$ cat config.mk
export PLATFORM = sky130hd
export DESIGN_NAME = llc_top
export DESIGN_NICKNAME = d
export VERILOG_FILES = /design/src/rtl/llc_pkg.sv /design/src/rtl/llc_in_buf.sv /design/src/rtl/llc_localmem.sv /design/src/rtl/llc_lookup_way.sv /design/src/rtl/llc_set_buf.sv /design/src/rtl/llc_ctrl.sv /design/src/rtl/llc_top.sv
export SDC_FILE = /design/constraint.sdc
export NUM_CORES = 2
export LEC_CHECK = 0
export ABC_AREA = 0
export BUFFER_PORTS_ARGS = -buffer_cell sky130_fd_sc_hd__buf_2
export CAP_MARGIN = 10
export CORE_ASPECT_RATIO = 0.7
export CORE_MARGIN = 5
export CORE_UTILIZATION = 45
export CTS_CLUSTER_DIAMETER = 40
export CTS_CLUSTER_SIZE = 40
export DETAILED_ROUTE_END_ITERATION = 16
export MAX_ROUTING_LAYER = met4
export SETUP_SLACK_MARGIN = 0.5
export SLEW_MARGIN = 20
export SYNTH_ARGS = -nofsm -noshare
export SYNTH_HDL_FRONTEND = slang
export SYNTH_SLANG_ARGS = --single-unit
$ cat constraint.sdc
create_clock -name clk -period 21.1 [get_ports clk]
set_input_delay 4.22 -clock clk [delete_from_list [all_inputs] [get_ports clk]]
set_output_delay 4.22 -clock clk [all_outputs]
set_load 0.005 [all_outputs]
$ cat src/rtl/llc_pkg.sv
`default_nettype none

package llc_pkg;

    localparam int ADDR_BITS = 16; // line address, no word offset
    localparam int LINE_BITS = 64;
    localparam int ID_BITS   = 4;

    typedef logic [ADDR_BITS-1:0] line_addr_t;
    typedef logic [LINE_BITS-1:0] line_t;
    typedef logic [ID_BITS-1:0]   req_id_t;

    typedef struct packed {
        logic       wr;
        line_addr_t addr;
        line_t      line;
        req_id_t    id;
    } llc_req_t;

    typedef struct packed {
        req_id_t id;
        line_t   line;
    } llc_rsp_t;

    typedef struct packed {
        logic       wr;
        line_addr_t addr;
        line_t      line;
    } llc_mem_req_t;

    typedef struct packed {
        line_t line;
    } llc_mem_rsp_t;

    // full address kept as the tag, so any set count works
    typedef struct packed {
        logic       valid;
        logic       dirty;
        line_addr_t addr;
        line_t      line;
    } way_entry_t;

    typedef enum logic [2:0] {
        DECODE  = 3'b000,
        READ    = 3'b001,
        LOOKUP  = 3'b011,
        PROCESS = 3'b010,
        UPDATE  = 3'b110
    } llc_state_e;

    // index width, at least one bit for a single set or way
    function automatic int idx_bits(input int n);
        return (n > 1) ? $clog2(n) : 1;
    endfunction

endpackage

`default_nettype wire

$ cat src/rtl/llc_in_buf.sv
`default_nettype none

module llc_in_buf #(
    parameter type payload_t = logic
) (
    input  wire logic     clk,
    input  wire logic     rst,
    input  wire payload_t data_i,
    input  wire logic     valid_i,
    output logic          ready_o,
    input  wire logic     pop_i,
    output payload_t      data_o,
    output logic          full_o
);

    logic full_q;

    assign ready_o = !full_q; // one entry, so ready only when empty
    assign full_o  = full_q;

    always_ff @(posedge clk or negedge rst) begin
        if (!rst) begin
            full_q <= 1'b0;
        end else if (valid_i && ready_o) begin
            full_q <= 1'b1;
        end else if (pop_i) begin
            full_q <= 1'b0;
        end
    end

    always_ff @(posedge clk) begin
        if (valid_i && ready_o) begin
            data_o <= data_i;
        end
    end

endmodule

`default_nettype wire

$ cat src/rtl/llc_localmem.sv
`default_nettype none

module llc_localmem import llc_pkg::*; #(
    parameter int  LLC_SETS = 8,
    parameter int  LLC_WAYS = 2,
    localparam int SET_BITS = idx_bits(LLC_SETS),
    localparam int WAY_BITS = idx_bits(LLC_WAYS)
) (
    input  wire logic                         clk,
    input  wire logic                         rst,
    input  wire logic [SET_BITS-1:0]          set_i,
    input  wire logic                         rd_en_i,
    output way_entry_t [LLC_WAYS-1:0]         rd_ways_o,
    output logic [WAY_BITS-1:0]               rd_evict_way_o,
    input  wire logic                         wr_en_i,
    input  wire way_entry_t [LLC_WAYS-1:0]    wr_ways_i,
    input  wire logic                         evict_adv_i
);

    logic                valid_q [LLC_SETS][LLC_WAYS];
    logic                dirty_q [LLC_SETS][LLC_WAYS];
    line_addr_t          addr_q  [LLC_SETS][LLC_WAYS];
    line_t               line_q  [LLC_SETS][LLC_WAYS];
    logic [WAY_BITS-1:0] evict_q [LLC_SETS]; // round-robin pointer per set

    always_ff @(posedge clk or negedge rst) begin
        if (!rst) begin
            for (int s = 0; s < LLC_SETS; s++) begin
                evict_q[s] <= '0;
                for (int w = 0; w < LLC_WAYS; w++) begin
                    valid_q[s][w] <= 1'b0;
                    dirty_q[s][w] <= 1'b0;
                end
            end
        end else if (wr_en_i) begin
            for (int w = 0; w < LLC_WAYS; w++) begin
                valid_q[set_i][w] <= wr_ways_i[w].valid;
                dirty_q[set_i][w] <= wr_ways_i[w].dirty;
            end
            if (evict_adv_i) begin
                evict_q[set_i] <= (evict_q[set_i] == WAY_BITS'(LLC_WAYS - 1)) ?
                                  '0 : evict_q[set_i] + 1'b1;
            end
        end
    end

    always_ff @(posedge clk) begin
        if (wr_en_i) begin
            for (int w = 0; w < LLC_WAYS; w++) begin
                addr_q[set_i][w] <= wr_ways_i[w].addr;
                line_q[set_i][w] <= wr_ways_i[w].line;
            end
        end
    end

    // whole set read out in one cycle
    always_ff @(posedge clk) begin
        if (rd_en_i) begin
            for (int w = 0; w < LLC_WAYS; w++) begin
                rd_ways_o[w] <= '{valid: valid_q[set_i][w], dirty: dirty_q[set_i][w],
                                  addr: addr_q[set_i][w], line: line_q[set_i][w]};
            end
            rd_evict_way_o <= evict_q[set_i];
        end
    end

endmodule

`default_nettype wire

$ cat src/rtl/llc_lookup_way.sv
`default_nettype none

module llc_lookup_way import llc_pkg::*; #(
    parameter int  LLC_WAYS = 2,
    localparam int WAY_BITS = idx_bits(LLC_WAYS)
) (
    input  wire way_entry_t [LLC_WAYS-1:0] ways_i,
    input  wire line_addr_t                addr_i,
    input  wire logic [WAY_BITS-1:0]       evict_way_i,
    output logic                           hit_o,
    output logic [WAY_BITS-1:0]            hit_way_o,
    output logic [WAY_BITS-1:0]            victim_way_o
);

    logic free_found;

    always_comb begin
        hit_o        = 1'b0;
        hit_way_o    = '0;
        free_found   = 1'b0;
        victim_way_o = evict_way_i; // used only when the set is full
        for (int w = 0; w < LLC_WAYS; w++) begin
            if (!hit_o && ways_i[w].valid && ways_i[w].addr == addr_i) begin
                hit_o     = 1'b1;
                hit_way_o = WAY_BITS'(w);
            end
            // first invalid way wins over round robin
            if (!free_found && !ways_i[w].valid) begin
                free_found   = 1'b1;
                victim_way_o = WAY_BITS'(w);
            end
        end
    end

endmodule

`default_nettype wire

$ cat src/rtl/llc_set_buf.sv
`default_nettype none

module llc_set_buf import llc_pkg::*; #(
    parameter int  LLC_WAYS = 2,
    localparam int WAY_BITS = idx_bits(LLC_WAYS)
) (
    input  wire logic                      clk,
    input  wire logic                      rst,
    input  wire logic                      load_i,
    input  wire way_entry_t [LLC_WAYS-1:0] ways_i,
    input  wire logic                      upd_en_i,
    input  wire logic [WAY_BITS-1:0]       upd_way_i,
    input  wire way_entry_t                upd_entry_i,
    output way_entry_t [LLC_WAYS-1:0]      ways_o
);

    logic       valid_q [LLC_WAYS];
    logic       dirty_q [LLC_WAYS];
    line_addr_t addr_q  [LLC_WAYS];
    line_t      line_q  [LLC_WAYS];

    always_ff @(posedge clk or negedge rst) begin
        if (!rst) begin
            for (int w = 0; w < LLC_WAYS; w++) begin
                valid_q[w] <= 1'b0;
                dirty_q[w] <= 1'b0;
            end
        end else if (load_i) begin
            for (int w = 0; w < LLC_WAYS; w++) begin
                valid_q[w] <= ways_i[w].valid;
                dirty_q[w] <= ways_i[w].dirty;
            end
        end else if (upd_en_i) begin
            valid_q[upd_way_i] <= upd_entry_i.valid;
            dirty_q[upd_way_i] <= upd_entry_i.dirty;
        end
    end

    always_ff @(posedge clk) begin
        if (load_i) begin
            for (int w = 0; w < LLC_WAYS; w++) begin
                addr_q[w] <= ways_i[w].addr;
                line_q[w] <= ways_i[w].line;
            end
        end else if (upd_en_i) begin
            addr_q[upd_way_i] <= upd_entry_i.addr;
            line_q[upd_way_i] <= upd_entry_i.line;
        end
    end

    always_comb begin
        for (int w = 0; w < LLC_WAYS; w++) begin
            ways_o[w] = '{valid: valid_q[w], dirty: dirty_q[w], addr: addr_q[w], line: line_q[w]};
        end
    end

endmodule

`default_nettype wire

$ cat src/rtl/llc_ctrl.sv
`default_nettype none

module llc_ctrl import llc_pkg::*; #(
    parameter int  LLC_SETS = 8,
    parameter int  LLC_WAYS = 2,
    localparam int SET_BITS = idx_bits(LLC_SETS),
    localparam int WAY_BITS = idx_bits(LLC_WAYS)
) (
    input  wire logic                      clk,
    input  wire logic                      rst,
    input  wire llc_req_t                  req_i,
    input  wire logic                      req_full_i,
    output logic                           req_pop_o,
    input  wire llc_mem_rsp_t              mem_rsp_i,
    input  wire logic                      mem_rsp_full_i,
    output logic                           mem_rsp_pop_o,
    input  wire logic                      flush_valid_i,
    output logic                           flush_ready_o,
    output logic                           flush_done_o,
    output logic [SET_BITS-1:0]            set_o,
    output logic                           rd_en_o,
    output logic                           load_o,
    input  wire way_entry_t [LLC_WAYS-1:0] ways_i,
    input  wire logic                      hit_i,
    input  wire logic [WAY_BITS-1:0]       hit_way_i,
    input  wire logic [WAY_BITS-1:0]       victim_way_i,
    output logic                           upd_en_o,
    output logic [WAY_BITS-1:0]            upd_way_o,
    output way_entry_t                     upd_entry_o,
    output logic                           wr_en_o,
    output logic                           evict_adv_o,
    output llc_rsp_t                       rsp_o,
    output logic                           rsp_valid_o,
    input  wire logic                      rsp_ready_i,
    output llc_mem_req_t                   mem_req_o,
    output logic                           mem_req_valid_o,
    input  wire logic                      mem_req_ready_i
);

    llc_state_e          state_q, state_d;
    logic                flush_q; // current pass belongs to a flush walk
    logic [SET_BITS-1:0] flush_set_q;
    logic [WAY_BITS-1:0] flush_way_q;
    logic                wb_done_q, fetch_done_q, adv_q;
    logic                process_done, need_wb, need_fetch, line_wb;
    logic                last_set, last_way;
    way_entry_t          victim, hit_entry, flush_entry;

    assign victim      = ways_i[victim_way_i];
    assign hit_entry   = ways_i[hit_way_i];
    assign flush_entry = ways_i[flush_way_q];
    assign need_wb     = !hit_i && victim.valid && victim.dirty && !wb_done_q;
    assign need_fetch  = !hit_i && !req_i.wr;
    assign line_wb     = flush_entry.valid && flush_entry.dirty;
    assign last_set    = flush_set_q == SET_BITS'(LLC_SETS - 1);
    assign last_way    = flush_way_q == WAY_BITS'(LLC_WAYS - 1);

    assign set_o         = flush_q ? flush_set_q : req_i.addr[SET_BITS-1:0];
    assign rd_en_o       = state_q == READ;
    assign load_o        = state_q == LOOKUP;
    assign wr_en_o       = state_q == UPDATE;
    assign evict_adv_o   = wr_en_o && adv_q;
    assign req_pop_o     = wr_en_o && !flush_q;
    assign flush_ready_o = state_q == DECODE && !flush_q && flush_valid_i; // flush first
    assign flush_done_o  = wr_en_o && flush_q && last_set;

    assign rsp_o.id   = req_i.id;
    assign rsp_o.line = req_i.wr ? req_i.line : (hit_i ? hit_entry.line : mem_rsp_i.line);

    always_comb begin
        state_d = state_q;
        case (state_q)
            DECODE:  if (flush_q || flush_valid_i || req_full_i) state_d = READ;
            READ:    state_d = LOOKUP;
            LOOKUP:  state_d = PROCESS;
            PROCESS: if (process_done) state_d = UPDATE;
            UPDATE:  state_d = DECODE;
            default: state_d = DECODE;
        endcase
    end

    always_comb begin
        mem_req_valid_o = 1'b0;
        mem_req_o       = '{wr: 1'b1, addr: victim.addr, line: victim.line};
        rsp_valid_o     = 1'b0;
        mem_rsp_pop_o   = 1'b0;
        process_done    = 1'b0;
        upd_en_o        = 1'b0;
        upd_way_o       = hit_i ? hit_way_i : victim_way_i;
        upd_entry_o     = '{valid: 1'b1, dirty: req_i.wr || (hit_i && hit_entry.dirty),
                            addr: req_i.addr, line: rsp_o.line};
        if (state_q == PROCESS && flush_q) begin
            // one way per step, write back if dirty then invalidate
            mem_req_o       = '{wr: 1'b1, addr: flush_entry.addr, line: flush_entry.line};
            mem_req_valid_o = line_wb;
            upd_way_o       = flush_way_q;
            upd_entry_o     = '{valid: 1'b0, dirty: 1'b0,
                                addr: flush_entry.addr, line: flush_entry.line};
            upd_en_o        = !line_wb || mem_req_ready_i;
            process_done    = upd_en_o && last_way;
        end else if (state_q == PROCESS) begin
            if (need_wb) begin
                mem_req_valid_o = 1'b1;
            end else if (need_fetch && !fetch_done_q) begin
                mem_req_o       = '{wr: 1'b0, addr: req_i.addr, line: '0};
                mem_req_valid_o = 1'b1;
            end else if (!need_fetch || mem_rsp_full_i) begin
                // install together with the response so the lookup stays stable
                rsp_valid_o   = 1'b1;
                upd_en_o      = rsp_ready_i;
                mem_rsp_pop_o = rsp_ready_i && need_fetch;
                process_done  = rsp_ready_i;
            end
        end
    end

    always_ff @(posedge clk or negedge rst) begin
        if (!rst) begin
            state_q      <= DECODE;
            flush_q      <= 1'b0;
            flush_set_q  <= '0;
            flush_way_q  <= '0;
            wb_done_q    <= 1'b0;
            fetch_done_q <= 1'b0;
            adv_q        <= 1'b0;
        end else begin
            state_q <= state_d;
            if (flush_ready_o) begin
                flush_q <= 1'b1;
            end else if (flush_done_o) begin
                flush_q <= 1'b0;
            end
            if (wr_en_o && flush_q) begin
                flush_set_q <= last_set ? '0 : flush_set_q + 1'b1;
            end
            if (upd_en_o && flush_q) begin
                flush_way_q <= last_way ? '0 : flush_way_q + 1'b1;
            end
            if (state_q == PROCESS && !flush_q && mem_req_valid_o && mem_req_ready_i) begin
                if (need_wb) begin
                    wb_done_q <= 1'b1;
                end else begin
                    fetch_done_q <= 1'b1;
                end
            end
            if (process_done && !flush_q) begin
                adv_q <= !hit_i && victim.valid; // replaced a live line
            end
            if (wr_en_o) begin
                wb_done_q    <= 1'b0;
                fetch_done_q <= 1'b0;
                adv_q        <= 1'b0;
            end
        end
    end

endmodule

`default_nettype wire

$ cat src/rtl/llc_top.sv
`default_nettype none

module llc_top import llc_pkg::*; #(
    parameter int  LLC_SETS = 8,
    parameter int  LLC_WAYS = 2,
    localparam int SET_BITS = idx_bits(LLC_SETS),
    localparam int WAY_BITS = idx_bits(LLC_WAYS)
) (
    input  wire logic         clk,
    input  wire logic         rst,
    input  wire llc_req_t     req_i,
    input  wire logic         req_valid_i,
    output logic              req_ready_o,
    input  wire llc_mem_rsp_t mem_rsp_i,
    input  wire logic         mem_rsp_valid_i,
    output logic              mem_rsp_ready_o,
    input  wire logic         flush_valid_i,
    output logic              flush_ready_o,
    output logic              flush_done_o,
    output llc_rsp_t          rsp_o,
    output logic              rsp_valid_o,
    input  wire logic         rsp_ready_i,
    output llc_mem_req_t      mem_req_o,
    output logic              mem_req_valid_o,
    input  wire logic         mem_req_ready_i
);

    llc_req_t                  req_q;
    llc_mem_rsp_t              mem_rsp_q;
    logic                      req_full, req_pop, mem_rsp_full, mem_rsp_pop;
    logic [SET_BITS-1:0]       set;
    logic                      rd_en, load, wr_en, evict_adv, upd_en, hit;
    logic [WAY_BITS-1:0]       evict_way, hit_way, victim_way, upd_way;
    way_entry_t                upd_entry;
    way_entry_t [LLC_WAYS-1:0] rd_ways, buf_ways;

    llc_in_buf #(.payload_t(llc_req_t)) u_req_buf (
        .clk, .rst, .data_i(req_i), .valid_i(req_valid_i), .ready_o(req_ready_o),
        .pop_i(req_pop), .data_o(req_q), .full_o(req_full)
    );

    // memory fill data waits here until the line is installed
    llc_in_buf #(.payload_t(llc_mem_rsp_t)) u_mem_rsp_buf (
        .clk, .rst, .data_i(mem_rsp_i), .valid_i(mem_rsp_valid_i), .ready_o(mem_rsp_ready_o),
        .pop_i(mem_rsp_pop), .data_o(mem_rsp_q), .full_o(mem_rsp_full)
    );

    llc_ctrl #(.LLC_SETS(LLC_SETS), .LLC_WAYS(LLC_WAYS)) u_ctrl (
        .clk, .rst, .req_i(req_q), .req_full_i(req_full), .req_pop_o(req_pop),
        .mem_rsp_i(mem_rsp_q), .mem_rsp_full_i(mem_rsp_full), .mem_rsp_pop_o(mem_rsp_pop),
        .flush_valid_i, .flush_ready_o, .flush_done_o, .set_o(set), .rd_en_o(rd_en),
        .load_o(load), .ways_i(buf_ways), .hit_i(hit), .hit_way_i(hit_way),
        .victim_way_i(victim_way), .upd_en_o(upd_en), .upd_way_o(upd_way),
        .upd_entry_o(upd_entry), .wr_en_o(wr_en), .evict_adv_o(evict_adv), .rsp_o,
        .rsp_valid_o, .rsp_ready_i, .mem_req_o, .mem_req_valid_o, .mem_req_ready_i
    );

    llc_localmem #(.LLC_SETS(LLC_SETS), .LLC_WAYS(LLC_WAYS)) u_localmem (
        .clk, .rst, .set_i(set), .rd_en_i(rd_en), .rd_ways_o(rd_ways),
        .rd_evict_way_o(evict_way), .wr_en_i(wr_en), .wr_ways_i(buf_ways),
        .evict_adv_i(evict_adv)
    );

    llc_lookup_way #(.LLC_WAYS(LLC_WAYS)) u_lookup_way (
        .ways_i(buf_ways), .addr_i(req_q.addr), .evict_way_i(evict_way),
        .hit_o(hit), .hit_way_o(hit_way), .victim_way_o(victim_way)
    );

    llc_set_buf #(.LLC_WAYS(LLC_WAYS)) u_set_buf (
        .clk, .rst, .load_i(load), .ways_i(rd_ways), .upd_en_i(upd_en),
        .upd_way_i(upd_way), .upd_entry_i(upd_entry), .ways_o(buf_ways)
    );

endmodule

`default_nettype wire

==> reports/summary.txt <==
status: complete, no violations
share of async-settable or async-resettable flops after synthesis: 3.15%
via count of the first global-routing pass: 41,000
cell count after synthesis: 4,363
die extent in x: 481 microns
count of cells resized by post-cts repair: 0
cell internal pwr: 5.56 mW
clock sinks: 1,811
CTS tree: yes
worst slew pin tran: 1.11 ns
Seq pwr share: 54.2%
Worst Path Max Fanout: 53
Leak: 22.1 nW
critical hold path startpoint: u_localmem.evict_q[6]
Final Critical Period: 9.55 ns
P_sw: 1.62 mW
area of the multi-input gates: 14,800 sq um
routed wirelength normalized by instance count: 29.2 microns
count of different cell masters after synthesis: 57
final wirelength: 200,000 microns
vertical die dimension: 340 microns
synthesized area per cell: 16.0 sq um
share of final-layout standard cells stronger than drive strength 1: 16.0%
Setup crit start kind: flop
top achievable clock speed: 105 MHz
global placement routability congestion: 0.804
clock input transition at the sequential cells of the worst setup and hold paths: 0.07 ns
1st-pass router iterations: 8
area share of fa/ha/maj cells after synthesis: 0.0357%
end point of the worst hold path: u_localmem.evict_q[6]
power share of the clock group: 45.3%
Min-Delay Path Class: flop to flop
area added between synthesis and finish: 13.9%
Inserted Clock Buffers: 165
# Post-CTS Setup Buffers: 0
Slew Viols, Final: 0
combinational family with the most area after synthesis: compound AO/OA/AOI/OAI gates
count of max-cap constraint violations: 0
count of pins on the block boundary: 311
met2 routed wirelength: 93,400 microns
family of cells with the greatest summed delay on the critical path: simple AND/OR/NAND/NOR gates
count of cells along the worst hold path: 2
detailed-routing wirelength on met1: 87,200 microns
initial cell density of the core: 45.2%
number of enable flip-flop cells after synthesis: 1,754
Starting DRT DRC Count: 4,650
top cell type's share of synthesized area: 75.2%
depth of the most critical reg-to-reg path: 10
source of the critical timing path: u_set_buf.addr_q[0][1]
Bufs on Longest Clock Path: 3
share of total power consumed by net switching: 22.6%
reg2reg start: u_set_buf.addr_q[0][1]
final cycle utilization of the critical path: 45.3%
worst path cell trace: xnor2_1 -> nor4b_2 -> nand4b_1 -> or4_4 -> nand3_1 -> a21oi_1 -> a21oi_4 -> buf_4 -> a22o_1 -> buf_2
part of the Yosys area used for sequential elements: 77.3%
unrepaired setup endpoints after global routing: false
leftover overflow at the end of global routing: 0
crit path max-delay cell type: or4_4
top area cells in the synthesized netlist: edfxtp_1, a22oi_1, o21ai_0, mux2i_1, dfrtp_1
first-pass GRT wire length: 290,000 microns
overall die area: 164,000 sq um
worst reg-to-reg setup slack: 15.40 ns
largest area contributor in the synthesized netlist: edfxtp_1
final clock skew: 0.0327 ns
flip-flop and latch count after synthesis: 1,811
share of cell area taken by muxes after synthesis: 3.04%
H-tree Lvls: 4
final setup vio count: 0
Warnings, synthesis: 0
area post-placement: 73,800 sq um
max_slew headroom: 26.0%
final instance area: 79,800 sq um
synthesized-area fraction occupied by ao, oa, aoi and oai cells: 12.6%
uppermost routed layer: met4
worst reg2reg endpoint: u_set_buf.line_q[0][52]
kind of capture point of the worst setup path: primary output
Hold Buf Count CTS: 0
number of antenna violations at the first check in global routing: 0
Root Buffer: clkbuf_16
type of the worst setup path: flop to primary output
Crit path largest cell delay: 0.85 ns
average vias per placed instance: 6.12
buffering stage count on the worst path with inverters included: 2
post-synthesis cell area: 70,000 sq um
most used flip-flop cell after synthesis: edfxtp_1
count of filler cells inserted in the layout: 12,800
final hold violation count: 0
register area: 54,100 sq um
DP HPWL: 103,000 microns
share of power burned in combinational logic: 0.5%
area of the core: 155,000 sq um
via count: 41,900
port bufs: 310
Mapped Nets: 4,521
total power per unit cell area: 90.0 nW/um^2
Placement Rows: 121
number of remaining DRC errors: 0
Skew-Pair Late Insertion Delay: 0.82 ns
setup total negative slack: 0 ns
most frequent cell after synthesis: edfxtp_1
XOR/XNOR share of the synthesized area: 0.375%
synth cell count leaders: edfxtp_1, a22oi_1, o21ai_0, nand2_1, clkbuf_1
Peak supply drop: 71.8 uV
basic-gate share of the synthesized area counting and, or, nand and nor cells: 4.78%
Critical Path AT: 5.33 ns
pin count of the biggest net entering global routing: 201
count of nets after finishing: 4,767
wire length on met3: 14,800 microns
antenna-violating nets left: 0
data required time at the worst endpoint: 16.88 ns
total global-route track usage: 24.8%
through the flow:
| step | total power [mW] | util (%) | setup WS, ns | hold WS [ns] | cells |
|---|---|---|---|---|---|
| CTS | 7.22 | 51.5 | 11.43 | 0.488 | 6842 |
| floorplan | 3.98 | - | 8.44 | 0.426 | 4363 |
| global placement | 4.01 | 47.6 | 12.18 | 0.465 | 6533 |
| finish | 7.18 | 51.5 | 11.55 | 0.489 | 6843 |
| global route | 7.38 | 51.5 | 11.22 | 0.507 | 6842 |
| detailed placement | 4.01 | 47.6 | 12.23 | 0.476 | 6533 |
tightest hold or removal path: cells and delay by family (launching register included):
family	cells	cell delay [ns]
AO/OA/AOI/OAI	1	0.06
flip-flops	1	0.35
AND/OR/NAND/NOR	1	0.04
final cells by class:
class                           count  share of cell area, %
Clock buffer                      172                   5.24
Antenna cell                        1                0.00314
Inverter                           17                  0.102
Sequential cell                  1811                   67.8
Timing Repair Buffer              392                   2.78
Tap cell                         2091                   3.28
Clock inverter                    137                   2.24
Multi-Input combinational cell   2222                   18.5
sequential cells by signal, indices dropped and copies added (netlist names):
signal                     count
u_localmem.addr_q            256
u_localmem.evict_q             8
u_ctrl.fetch_done_q            1
u_localmem.valid_q            16
u_set_buf.line_q             128
u_localmem.rd_ways_o         164
u_set_buf.ways_o               4
u_req_buf.data_o              85
u_ctrl.flush_way_q             1
u_localmem.line_q           1024
u_ctrl.wb_done_q               1
u_localmem.dirty_q            16
u_ctrl.flush_set_q             3
u_req_buf.full_o               1
u_mem_rsp_buf.full_o           1
u_ctrl.state_q                 3
u_mem_rsp_buf.data_o          64
u_ctrl.flush_q                 1
u_set_buf.addr_q              32
u_ctrl.adv_q                   1
u_localmem.rd_evict_way_o      1
worst max-delay path by stage:
stage | to | slack, ns | cells past startpoint
floorplan | u_localmem.rd_evict_way_o | 8.44 | 2
global placement | flush_ready_o | 12.18 | 4
detailed placement | flush_ready_o | 12.23 | 4
CTS | mem_req_o[46] | 11.43 | 10
global route | mem_req_o[55] | 11.22 | 10
finish | mem_req_o[46] | 11.55 | 10
cells by family (layout without fill, tap and decap cells):
logic type               Yosys count  in the layout
flip-flops                      1811           1811
AO/OA/AOI/OAI                   1291           1291
AND/OR/NAND/NOR                  690            690
buffers and inverters            330            718
multiplexers                     209            209
XOR/XNOR                          30             30
adder cells (fa/ha/maj)            2              2
other                              0              1
routing by layer:
metal / GRT usage [%] / vias to the layer above
li1: - / 18100
met1: 35.0 / 21700
met2: 38.0 / 1791
met3: 3.97 / 259
met4: 6.30 / 0
met5: - / -
power groups by stage:
stage,clock network (mW),logic (mW),registers [mW]
3_5_place_dp,0,0.0356,3.97
5_1_grt,3.45,0.0387,3.89
6_report,3.25,0.0349,3.89
3_3_place_gp,0,0.0351,3.97
2_1_floorplan,0,0.00926,3.97
4_1_cts,3.30,0.0358,3.89
layout by cell type (no fill, tap or decap), types with 9 or more instances in the layout:
cell and count:
clkinv_8 25, nor3b_1 65, inv_8 20, clkbuf_16 166, inv_6 31, dfrtp_1 56, buf_4 78, and2_4 9
nor2_1 43, a22o_1 117, xor2_1 9, a221oi_1 30, o21ai_0 361, nand3_1 61, a222oi_1 41, buf_2 310
mux2i_1 177, nand4_1 112, a22oi_1 528, inv_16 10, xnor2_1 21, a21o_1 68, mux2_2 31, edfxtp_1 1754
nand2_1 349, inv_1 14, nand2b_1 10, o21ai_1 11, a21oi_1 102, inv_12 22
Note: power is estimated with default switching activity, not from simulation.
